$ cat src/design/pktgen_pkg.sv
/*
 Shared types, register map and frame constants of the test-frame generator.
 Seed reset values are nonzero so PRBS runs without a programmed seed.
*/
package pktgen_pkg;

   // ------------------------------------------------------------
   // Widths with a meaning
   // ------------------------------------------------------------
   typedef logic [63:0] data_t;   // One stream beat
   typedef logic [7:0]  addr_t;   // Register address
   typedef logic [31:0] reg_t;    // Register word
   typedef logic [47:0] mac_t;    // MAC address
   typedef logic [91:0] seed_t;   // Four PRBS lanes of 23 bits
   typedef logic [22:0] lane_t;   // One PRBS lane
   typedef logic [15:0] len_t;    // Payload byte length
   typedef logic [15:0] seq_t;    // Frame sequence number
   typedef logic [2:0]  empty_t;  // Unused bytes in last beat

   typedef enum logic [2:0] {
      IDLE,          // Waiting for start
      HDR_ADDR,      // DA and upper SA
      HDR_LEN_SEQ,   // Lower SA, length field, sequence number
      PAYLOAD,       // Incrementing or PRBS data
      GAP            // Last beat pending, then idle cycle
   } frame_state_e;

   // ------------------------------------------------------------
   // Register map
   // ------------------------------------------------------------
   localparam addr_t ADDR_NUMPKTS       = 8'h00;
   localparam addr_t ADDR_RANDOMPAYLOAD = 8'h02;
   localparam addr_t ADDR_START         = 8'h03;  // Read gives busy
   localparam addr_t ADDR_STOP          = 8'h04;
   localparam addr_t ADDR_MACSA0        = 8'h05;
   localparam addr_t ADDR_MACSA1        = 8'h06;
   localparam addr_t ADDR_MACDA0        = 8'h07;
   localparam addr_t ADDR_MACDA1        = 8'h08;
   localparam addr_t ADDR_TXPKTCNT      = 8'h09;  // Read only
   localparam addr_t ADDR_RNDSEED0      = 8'h0A;
   localparam addr_t ADDR_RNDSEED1      = 8'h0B;
   localparam addr_t ADDR_RNDSEED2      = 8'h0C;  // 28 bits used
   localparam addr_t ADDR_PKTLENGTH     = 8'h0D;  // 14 bits used

   // ------------------------------------------------------------
   // Frame and payload constants
   // ------------------------------------------------------------
   localparam int    HDR_BYTES   = 24;  // Preamble, SFD, DA, SA, length, sequence
   localparam int    SEQ_BYTES   = 2;   // Sequence number counts as payload
   localparam reg_t  SEED_RESET0 = 32'h5EED_0000;
   localparam reg_t  SEED_RESET1 = 32'h5EED_0001;
   localparam reg_t  SEED_RESET2 = 32'h0002_5EED;
   localparam data_t INC_FIRST   = 64'h0001_0203_0405_0607;
   localparam data_t INC_STEP    = 64'h0808_0808_0808_0808;

endpackage

$ cat src/design/gen_cfg_if.sv
/*
 Configuration from the register file to the frame builder, status back.
 start is a single-cycle pulse; all other fields are levels.
*/
`timescale 1ns/100ps

interface gen_cfg_if;

   pktgen_pkg::reg_t  num_packets;     // Frames per run
   pktgen_pkg::len_t  pkt_length;      // Programmed frame length, zero extended
   logic              random_payload;  // 1 selects PRBS payload
   pktgen_pkg::mac_t  mac_da;
   pktgen_pkg::mac_t  mac_sa;
   pktgen_pkg::seed_t seed;
   logic              start;           // Pulse on start write
   logic              stop;            // Level, sampled at frame end

   logic              busy;            // Run in progress
   pktgen_pkg::reg_t  tx_count;        // Frames sent since start

   modport csr (
      output num_packets, pkt_length, random_payload, mac_da, mac_sa, seed, start, stop,
      input  busy, tx_count
   );

   modport gen (
      input  num_packets, pkt_length, random_payload, mac_da, mac_sa, seed, start, stop,
      output busy, tx_count
   );

endinterface

$ cat src/design/pktgen_csr.sv
/*
 Register file on a waitrequest bus. Every access takes two cycles and
 the master must drop read and write for a cycle between accesses.
 Unmapped addresses read zero and ignore writes.
*/
`timescale 1ns/100ps

module pktgen_csr (
   input  logic              clk,
   input  logic              reset,
   input  pktgen_pkg::addr_t address,
   input  logic              write,
   input  logic              read,
   input  pktgen_pkg::reg_t  writedata,
   output logic              waitrequest,
   output pktgen_pkg::reg_t  readdata,
   gen_cfg_if.csr            cfg
);

   pktgen_pkg::reg_t num_packets;
   pktgen_pkg::reg_t sa_lo, da_lo;
   logic [15:0]      sa_hi, da_hi;
   pktgen_pkg::reg_t seed0, seed1;
   logic [27:0]      seed2;
   logic [13:0]      pkt_length;
   logic             random_payload;
   logic             stop;
   logic             start_reg, start_d;
   logic             wr_d, rd_d;          // Strobes one cycle late
   logic             wr_edge, rd_edge;
   logic             wr_en;

   // ------------------------------------------------------------
   // Handshake
   // ------------------------------------------------------------
   always_ff @(posedge clk or posedge reset) begin
      if (reset) begin
         wr_d <= 1'b0;
         rd_d <= 1'b0;
      end else begin
         wr_d <= write;
         rd_d <= read;
      end
   end

   assign wr_edge     = write & ~wr_d;      // First cycle of a write
   assign rd_edge     = read & ~rd_d;
   assign waitrequest = wr_edge | rd_edge;  // Low in the second cycle
   assign wr_en       = write & wr_d;       // Commit at end of second cycle

   // ------------------------------------------------------------
   // Configuration registers
   // ------------------------------------------------------------
   always_ff @(posedge clk or posedge reset) begin
      if (reset) begin
         num_packets    <= '0;
         random_payload <= 1'b0;
         stop           <= 1'b0;
         sa_lo          <= '0;
         sa_hi          <= '0;
         da_lo          <= '0;
         da_hi          <= '0;
         seed0          <= pktgen_pkg::SEED_RESET0;
         seed1          <= pktgen_pkg::SEED_RESET1;
         seed2          <= pktgen_pkg::SEED_RESET2[27:0];
         pkt_length     <= '0;
         start_reg      <= 1'b0;
         start_d        <= 1'b0;
      end else begin
         start_reg <= 1'b0;                 // Clears itself
         start_d   <= start_reg;
         if (wr_en) begin
            case (address)
               pktgen_pkg::ADDR_NUMPKTS:       num_packets    <= writedata;
               pktgen_pkg::ADDR_RANDOMPAYLOAD: random_payload <= writedata[0];
               pktgen_pkg::ADDR_START:         start_reg      <= writedata[0];
               pktgen_pkg::ADDR_STOP:          stop           <= writedata[0];
               pktgen_pkg::ADDR_MACSA0:        sa_lo          <= writedata;
               pktgen_pkg::ADDR_MACSA1:        sa_hi          <= writedata[15:0];
               pktgen_pkg::ADDR_MACDA0:        da_lo          <= writedata;
               pktgen_pkg::ADDR_MACDA1:        da_hi          <= writedata[15:0];
               pktgen_pkg::ADDR_RNDSEED0:      seed0          <= writedata;
               pktgen_pkg::ADDR_RNDSEED1:      seed1          <= writedata;
               pktgen_pkg::ADDR_RNDSEED2:      seed2          <= writedata[27:0];
               pktgen_pkg::ADDR_PKTLENGTH:     pkt_length     <= writedata[13:0];
               default: ;
            endcase
         end
      end
   end

   // Rising edge only, so a held start bit gives one run
   assign cfg.start          = start_reg & ~start_d;
   assign cfg.num_packets    = num_packets;
   assign cfg.pkt_length     = {2'b00, pkt_length};
   assign cfg.random_payload = random_payload;
   assign cfg.mac_da         = {da_hi, da_lo};
   assign cfg.mac_sa         = {sa_hi, sa_lo};
   assign cfg.seed           = {seed2, seed1, seed0};
   assign cfg.stop           = stop;

   // ------------------------------------------------------------
   // Read-back, captured in the first cycle of a read
   // ------------------------------------------------------------
   always_ff @(posedge clk or posedge reset) begin
      if (reset) begin
         readdata <= '0;
      end else if (rd_edge) begin
         case (address)
            pktgen_pkg::ADDR_NUMPKTS:       readdata <= num_packets;
            pktgen_pkg::ADDR_RANDOMPAYLOAD: readdata <= {31'd0, random_payload};
            pktgen_pkg::ADDR_START:         readdata <= {31'd0, cfg.busy};
            pktgen_pkg::ADDR_STOP:          readdata <= {31'd0, stop};
            pktgen_pkg::ADDR_MACSA0:        readdata <= sa_lo;
            pktgen_pkg::ADDR_MACSA1:        readdata <= {16'd0, sa_hi};
            pktgen_pkg::ADDR_MACDA0:        readdata <= da_lo;
            pktgen_pkg::ADDR_MACDA1:        readdata <= {16'd0, da_hi};
            pktgen_pkg::ADDR_TXPKTCNT:      readdata <= cfg.tx_count;
            pktgen_pkg::ADDR_RNDSEED0:      readdata <= seed0;
            pktgen_pkg::ADDR_RNDSEED1:      readdata <= seed1;
            pktgen_pkg::ADDR_RNDSEED2:      readdata <= {4'd0, seed2};
            pktgen_pkg::ADDR_PKTLENGTH:     readdata <= {18'd0, pkt_length};
            default:                        readdata <= '0;
         endcase
      end
   end

   // Two-cycle access, never a stretched wait
   a_wait_one_cycle: assert property (@(posedge clk) disable iff (reset)
      waitrequest |=> !waitrequest);

endmodule

$ cat src/design/prbs_payload.sv
/*
 Four PRBS23 lanes (x^23 + x^18 + 1), each stepped 23 times per advance.
 data is the low 64 bits of the lane state, one cycle after load or advance.
*/
`timescale 1ns/100ps

module prbs_payload (
   input  logic              clk,
   input  logic              reset,
   input  logic              load,     // Take seed
   input  logic              advance,  // 23 steps on every lane
   input  pktgen_pkg::seed_t seed,
   output pktgen_pkg::data_t data
);

   pktgen_pkg::lane_t lane [4];
   logic              loaded;         // Lanes hold a seed

   function automatic pktgen_pkg::lane_t lane_step23(input pktgen_pkg::lane_t l);
      pktgen_pkg::lane_t v;
      v = l;
      for (int i = 0; i < 23; i++) begin
         v = {v[18] ^ v[0], v[22:1]};  // Shift right, feedback into bit 22
      end
      return v;
   endfunction

   always_ff @(posedge clk) begin
      for (int k = 0; k < 4; k++) begin
         if (load) lane[k] <= seed[k*23 +: 23];
         else if (advance) lane[k] <= lane_step23(lane[k]);
      end
   end

   always_ff @(posedge clk or posedge reset) begin
      if (reset) loaded <= 1'b0;
      else if (load) loaded <= 1'b1;
   end

   assign data = {lane[2][17:0], lane[1], lane[0]};  // 18 + 23 + 23 bits

   // A zero lane would lock up, so the seed must fill every lane
   a_lane_nonzero: assert property (@(posedge clk) disable iff (reset)
      loaded |-> (lane[0] != '0 && lane[1] != '0 && lane[2] != '0 && lane[3] != '0));

endmodule

$ cat src/design/frame_builder.sv
/*
 Frame FSM and stream output registers. Outputs load when empty or on a
 transfer, so stream outputs hold under back-pressure. Stop and the
 packet count are only looked at when a frame ends.
*/
`timescale 1ns/100ps

module frame_builder #(
   parameter int max_payload_bytes = 9560     // Multiple of 8
) (
   input  logic               clk,
   input  logic               reset,
   input  logic               tx_ready,
   input  pktgen_pkg::data_t  prbs_data,
   output logic               prbs_load,
   output logic               prbs_advance,
   output pktgen_pkg::data_t  tx_data,
   output logic               tx_valid,
   output logic               tx_sop,
   output logic               tx_eop,
   output pktgen_pkg::empty_t tx_empty,
   gen_cfg_if.gen             cfg
);

   localparam pktgen_pkg::len_t MAX_LEN  = pktgen_pkg::len_t'(max_payload_bytes);
   localparam pktgen_pkg::len_t HDR_LEN  = pktgen_pkg::len_t'(pktgen_pkg::HDR_BYTES);
   localparam pktgen_pkg::len_t SEQ_LEN  = pktgen_pkg::len_t'(pktgen_pkg::SEQ_BYTES);
   localparam pktgen_pkg::len_t BEAT_LEN = pktgen_pkg::len_t'(8);

   pktgen_pkg::frame_state_e state;
   pktgen_pkg::len_t         pay_len;     // Clamped payload length
   pktgen_pkg::len_t         remaining;   // Payload bytes not yet loaded
   pktgen_pkg::seq_t         seq_num;
   pktgen_pkg::reg_t         tx_count;
   pktgen_pkg::reg_t         count_next;
   pktgen_pkg::data_t        inc_pat;     // Next incrementing beat
   logic                     adv;         // Output register free this edge
   logic                     go;
   logic                     last_pay;
   logic                     finish;

   assign adv        = ~tx_valid | tx_ready;
   assign go         = cfg.start && state == pktgen_pkg::IDLE && cfg.num_packets != '0;
   assign last_pay   = remaining <= BEAT_LEN;
   assign count_next = tx_count + pktgen_pkg::reg_t'(tx_valid & tx_ready & tx_eop);
   assign finish     = cfg.stop || count_next >= cfg.num_packets;

   assign prbs_load    = go;
   // One advance ahead of each payload beat, PRBS value ready next cycle
   assign prbs_advance = adv && ((state == pktgen_pkg::HDR_LEN_SEQ && pay_len != '0) ||
                                 (state == pktgen_pkg::PAYLOAD && !last_pay));

   assign cfg.busy     = state != pktgen_pkg::IDLE;
   assign cfg.tx_count = tx_count;

   // ------------------------------------------------------------
   // FSM and control outputs
   // ------------------------------------------------------------
   always_ff @(posedge clk or posedge reset) begin
      if (reset) begin
         state    <= pktgen_pkg::IDLE;
         tx_valid <= 1'b0;
         tx_sop   <= 1'b0;
         tx_eop   <= 1'b0;
         seq_num  <= '0;
         tx_count <= '0;
      end else begin
         tx_count <= go ? '0 : count_next;
         case (state)
            pktgen_pkg::IDLE: begin
               if (go) begin
                  state   <= pktgen_pkg::HDR_ADDR;
                  seq_num <= '0;
               end
            end
            pktgen_pkg::HDR_ADDR: if (adv) begin
               tx_valid <= 1'b1;
               tx_sop   <= 1'b1;
               tx_eop   <= 1'b0;
               state    <= pktgen_pkg::HDR_LEN_SEQ;
            end
            pktgen_pkg::HDR_LEN_SEQ: if (adv) begin
               tx_sop <= 1'b0;
               tx_eop <= pay_len == '0;   // Header-only frame
               state  <= (pay_len == '0) ? pktgen_pkg::GAP : pktgen_pkg::PAYLOAD;
            end
            pktgen_pkg::PAYLOAD: if (adv) begin
               tx_eop <= last_pay;
               if (last_pay) state <= pktgen_pkg::GAP;
            end
            pktgen_pkg::GAP: if (adv) begin   // Last beat leaves on this edge
               tx_valid <= 1'b0;
               tx_eop   <= 1'b0;
               seq_num  <= seq_num + 1'b1;
               state    <= finish ? pktgen_pkg::IDLE : pktgen_pkg::HDR_ADDR;
            end
            default: state <= pktgen_pkg::IDLE;
         endcase
      end
   end

   // ------------------------------------------------------------
   // Length, payload pattern and data outputs
   // ------------------------------------------------------------
   always_ff @(posedge clk) begin
      if (state == pktgen_pkg::IDLE || state == pktgen_pkg::GAP) begin
         if (cfg.pkt_length < HDR_LEN) pay_len <= '0;
         else if (cfg.pkt_length - HDR_LEN > MAX_LEN) pay_len <= MAX_LEN;
         else pay_len <= cfg.pkt_length - HDR_LEN;
      end
      if (adv) begin
         case (state)
            pktgen_pkg::HDR_ADDR: begin
               tx_data   <= {cfg.mac_da, cfg.mac_sa[47:32]};
               tx_empty  <= '0;
               remaining <= pay_len;
               inc_pat   <= pktgen_pkg::INC_FIRST;   // Restarts every frame
            end
            pktgen_pkg::HDR_LEN_SEQ: begin
               tx_data  <= {cfg.mac_sa[31:0], pay_len + SEQ_LEN, seq_num};
               tx_empty <= '0;
            end
            pktgen_pkg::PAYLOAD: begin
               tx_data   <= cfg.random_payload ? prbs_data : inc_pat;
               tx_empty  <= last_pay ? 3'd0 - remaining[2:0] : 3'd0;
               remaining <= remaining - BEAT_LEN;
               for (int b = 0; b < 8; b++) begin   // Per-byte add, 8-bit wrap
                  inc_pat[8*b +: 8] <= inc_pat[8*b +: 8] + pktgen_pkg::INC_STEP[8*b +: 8];
               end
            end
            default: ;
         endcase
      end
   end

   a_hold_backpressure: assert property (@(posedge clk) disable iff (reset)
      tx_valid && !tx_ready |=> tx_valid && $stable(tx_data) && $stable(tx_sop) &&
                                $stable(tx_eop) && $stable(tx_empty));

   // Two header beats at least, so start and end never share a beat
   a_sop_not_eop: assert property (@(posedge clk) disable iff (reset)
      tx_valid |-> !(tx_sop && tx_eop));

endmodule

$ cat src/design/pktgen_top.sv
/*
 Ethernet test-frame generator, 64-bit stream, no CRC.
 max_payload_bytes caps the payload and must be a multiple of 8.
*/
`timescale 1ns/100ps

module pktgen_top #(
   parameter int max_payload_bytes = 9560
) (
   input  logic               clk,
   input  logic               reset,
   // Register bus
   input  pktgen_pkg::addr_t  address,
   input  logic               write,
   input  logic               read,
   input  pktgen_pkg::reg_t   writedata,
   output logic               waitrequest,
   output pktgen_pkg::reg_t   readdata,
   // Frame stream
   input  logic               tx_ready,
   output pktgen_pkg::data_t  tx_data,
   output logic               tx_valid,
   output logic               tx_sop,
   output logic               tx_eop,
   output pktgen_pkg::empty_t tx_empty
);

   gen_cfg_if         cfg ();
   logic              prbs_load;
   logic              prbs_advance;
   pktgen_pkg::data_t prbs_data;

   pktgen_csr u_csr (
      .clk         (clk),
      .reset       (reset),
      .address     (address),
      .write       (write),
      .read        (read),
      .writedata   (writedata),
      .waitrequest (waitrequest),
      .readdata    (readdata),
      .cfg         (cfg.csr)
   );

   prbs_payload u_prbs (
      .clk     (clk),
      .reset   (reset),
      .load    (prbs_load),
      .advance (prbs_advance),
      .seed    (cfg.seed),
      .data    (prbs_data)
   );

   frame_builder #(
      .max_payload_bytes (max_payload_bytes)
   ) u_frame (
      .clk          (clk),
      .reset        (reset),
      .tx_ready     (tx_ready),
      .prbs_data    (prbs_data),
      .prbs_load    (prbs_load),
      .prbs_advance (prbs_advance),
      .tx_data      (tx_data),
      .tx_valid     (tx_valid),
      .tx_sop       (tx_sop),
      .tx_eop       (tx_eop),
      .tx_empty     (tx_empty),
      .cfg          (cfg.gen)
   );

endmodule

$ cat config.mk
export PLATFORM = sky130hd
export DESIGN_NAME = pktgen_top
export DESIGN_NICKNAME = d
export VERILOG_FILES = /design/src/design/pktgen_pkg.sv /design/src/design/gen_cfg_if.sv /design/src/design/pktgen_csr.sv /design/src/design/prbs_payload.sv /design/src/design/frame_builder.sv /design/src/design/pktgen_top.sv
export SDC_FILE = /design/constraint.sdc
export NUM_CORES = 1
export LEC_CHECK = 0
export ABC_AREA = 1
export BUFFER_PORTS_ARGS = -buffer_cell sky130_fd_sc_hd__buf_2
export CORE_AREA = 3 3 216 323
export DETAILED_ROUTE_END_ITERATION = 6
export DIE_AREA = 0 0 219 326
export SYNTH_ARGS = -nofsm -noshare
export SYNTH_HDL_FRONTEND = slang
export SYNTH_SLANG_ARGS = --single-unit
$ cat constraint.sdc
create_clock -name clk -period 10.1 [get_ports clk]
set_input_delay 1.01 -clock clk [delete_from_list [all_inputs] [get_ports clk]]
set_output_delay 1.01 -clock clk [all_outputs]
set_load 0.02 [all_outputs]
==> impl_metrics.yaml <==
worst_setup_path:
  cp.arrival_ns: 4.59
  ff2ff_path_depth: 8
  cp-end-kind: "flop"
  r2r-end: "u_frame.tx_data[56]$_DFFE_PP_"
  startpoint_type: "flop"
  crit_fanout: 64
  worstReg2RegStart: "u_frame.state[1]$_DFFE_PP0P_"
  critPathKind: "flop to flop"
  required_ns: 10.33
  r2r_slack_ns: 5.75
place:
  port_buffers: 147
  gp_congestion: 1.009
  place_area_mm2: 0.02830
  dp_hpwl_um: 76240
cts:
  numClockSinks: 533
  insertion_delay_ns: 0.64
  cts_buffers: 52
  cts_tree: "yes"
  cts_resized: 0
  postCtsSetupBuffers: 0
  clock_path_buffers: 3
  cts_root_buf: "clkbuf_16"
  htree_levels: 2
  clk_pin_slew_ns: 0.07
  postCtsHoldBufs: 0
timing:
  period_needed_ns: 4.350
  max_freq_ghz: 0.2299
  period_share_pct: 43.07
  hold_viol_final: 0
  slew_viol_final: 0
  fin_skew_ns: 0.03016
  final.setup.tns_ns: 0
  grt_setup_unrepaired: "no"
  tightest_slew_ns: 1.247
  setup_viol: 0
  max_slew_margin_pct: 16.60
floorplan:
  row_count: 116
  core_mm2: 0.06705
  die_area_mm2: 0.07139
  die_w_um: 219
  ios: 148
  start_util_pct: 39.91
  die_height_um: 326
detailed_routing:
  drt-initial-drc-count: 2633
  detail_route.wl_per_cell_um: 24.51
  final_antenna_net_count: 0
  wirelength_um: 101900
  drtPass1Iterations: 6
  vias: 22980
  drc: 0
  vias_per_cell: 5.526
hold_path:
  whs_endpoint: "u_csr.start_d$_DFF_PP0_"
  hold_depth: 0
  min_from: "u_csr.start_reg$_DFF_PP0_"
  hp-class: "flop to flop"
run_status:
  status: "completed"
synth:
  synth-seq-cells: 533
  syn_avg_cell_area_um2: 8.521
  synthTopCellsByArea: "dfrtp_1 (27%), edfxtp_1 (23%), nand2_1 (12%)"
  syn-num-nets: 3233
  ys_seq_area_share_pct: 53.87
  synth_top_area_share_pct: 27.21
  syn_area_mm2: 0.02676
  yosys.area.top_type: "dfrtp_1"
  syn_inst: 3141
  synth.distinct_cells: 50
  yosysWarnings: 0
  synth-edff-count: 207
  async_flop_share_pct: 61.16
  synth_flop_cell: "dfrtp_1"
pwr:
  p_sw_share_pct: 36.18
  p_switching_w: 0.002451
  intPower_w: 0.004324
  share_comb_of_total_power_pct: 26.3
  max-vdd-ir-drop_v: 0.0002156
  cellLeakagePower_nw: 13.27
  clkPwrFrac_pct: 29.8
  seqPwrFrac_pct: 43.9
  powerDensity_mw_per_mm2: 225.7
grt:
  grt_max_degree: 135
  grt_usage_pct: 28.33
  antenna_found_initial: 3
  grt_pass1_wl_um: 147500
  grt_pass1_vias: 21920
  gr-total-overflow: 0
cells_and_area:
  top_regs: "u_prbs.lane: 69 flops, u_frame.tx_data: 64 flops, u_frame.inc_pat: 40 flops"
  postLayoutCellArea_mm2: 0.03002
  n_fill_cell: 6791
  regArea_mm2: 0.01442
  drive_gt1_share_pct: 10.03
  nets: 3321
  area_growth_pct: 12.15
  top_register: "u_prbs.lane"
  largest_reg_flops: 69
  multi_input_area_mm2: 0.01046
run:
  maxCapViolations: 0
-- logic make-up after synthesis --
kind of cell / synth area share (%)
AO/OA/AOI/OAI: 13.29
XOR/XNOR: 3.109
adder cells (fa/ha/maj): 2.197
buffers and inverters: 7.256
flip-flops: 53.87
other: 0.01401
AND/OR/NAND/NOR: 20.27
-- how the worst max path moves through the flow --
stage / endpoint / depth (start not counted) / start
6_report: u_frame.tx_data[56]$_DFFE_PP_ / 8 / u_frame.state[1]$_DFFE_PP0P_
4_1_cts: u_frame.tx_data[56]$_DFFE_PP_ / 8 / u_frame.state[1]$_DFFE_PP0P_
3_5_place_dp: u_csr.seed0[23]$_DFFE_PP1P_ / 8 / address[7]
5_1_grt: u_csr.seed0[25]$_DFFE_PP1P_ / 8 / address[5]
3_3_place_gp: u_csr.seed0[28]$_DFFE_PP1P_ / 8 / address[7]
2_1_floorplan: u_csr.cfg.num_packets[0]$_DFFE_PP0P_ / 1 / reset
-- per-layer routing --
layer / track usage [%] / part of all wire, %
met5: 0 / 0.013
met4: 20.89 / 9.2
met3: 3.872 / 6.7
met2: 46.25 / 47
met1: 33.94 / 37
-- critical path, stage by stage (launching register included) --
cell and delay (ns):
dfrtp_1 0.41, inv_2 0.08, nor2_4 0.78, inv_2 0.59, nor2_4 0.21, buf_4 0.46, inv_1 0.42, a21oi_4 0.21
buf_4 0.69
-- layout by cell type (no fill, tap or decap), types with 17 or more instances in the layout --
master | netlist | final
nand2_1 | 873 | 869
o21ai_0 | 425 | 425
inv_1 | 363 | 362
dfrtp_1 | 291 | 291
edfxtp_1 | 207 | 207
nor2_1 | 200 | 197
buf_2 | 19 | 147
nand3_1 | 120 | 119
xor2_1 | 82 | 82
clkbuf_16 | 0 | 54
ha_1 | 47 | 47
a21oi_1 | 46 | 45
nand4_1 | 42 | 42
dfstp_2 | 35 | 35
o22ai_1 | 33 | 33
nor3_1 | 31 | 31
o221ai_1 | 28 | 28
o21ai_1 | 26 | 26
a22oi_1 | 22 | 22
o211ai_1 | 20 | 20
buf_4 | 4 | 20
nor4_1 | 17 | 17
-- Yosys cell counts (all sizes together), types with 13 or more instances --
master	n
buf	32
o21ai	452
o221ai	28
dfrtp	291
or2	13
inv	371
o22ai	33
xor2	82
nor2	205
nand3	120
edfxtp	207
clkbuf	102
nand2	875
nor4	17
a21oi	47
o211ai	20
nand4	43
dfstp	35
nor3	32
ha	47
xnor2	13
a22oi	22
-- power groups by stage --
stage / clock (W) / sequential [W] / combinational, W
4_1_cts: 0.00203 / 0.00297 / 0.00178
3_5_place_dp: 0 / 0.00301 / 0.00177
6_report: 0.00202 / 0.00297 / 0.00178
5_1_grt: 0.00212 / 0.00300 / 0.00196
2_1_floorplan: 0 / 0.00310 / 0.00102
3_3_place_gp: 0 / 0.00301 / 0.00176
-- final cells by class --
type	count	area share, %
timing repair buffer	168	3.018
multi-input combinational	2101	34.84
clock buffer	71	4.981
sequential	533	48.03
clock inverter	25	0.7295
antenna	2	0.01667
inverter	373	4.690
tap	885	3.689
-- through the flow --
step	hold slack (ns)	power, W	setup slack (ns)	util (%)	instances
2_1_floorplan	0.3537	0.004122	0.1215	-	3141
3_3_place_gp	0.3609	0.004761	5.442	42.20	4060
3_5_place_dp	0.3723	0.004776	5.338	42.20	4060
4_1_cts	0.4150	0.006783	5.812	44.75	4156
5_1_grt	0.4226	0.007082	5.438	44.75	4156
6_report	0.4267	0.006775	5.750	44.76	4158
Note: power is estimated with default switching activity, not from simulation.
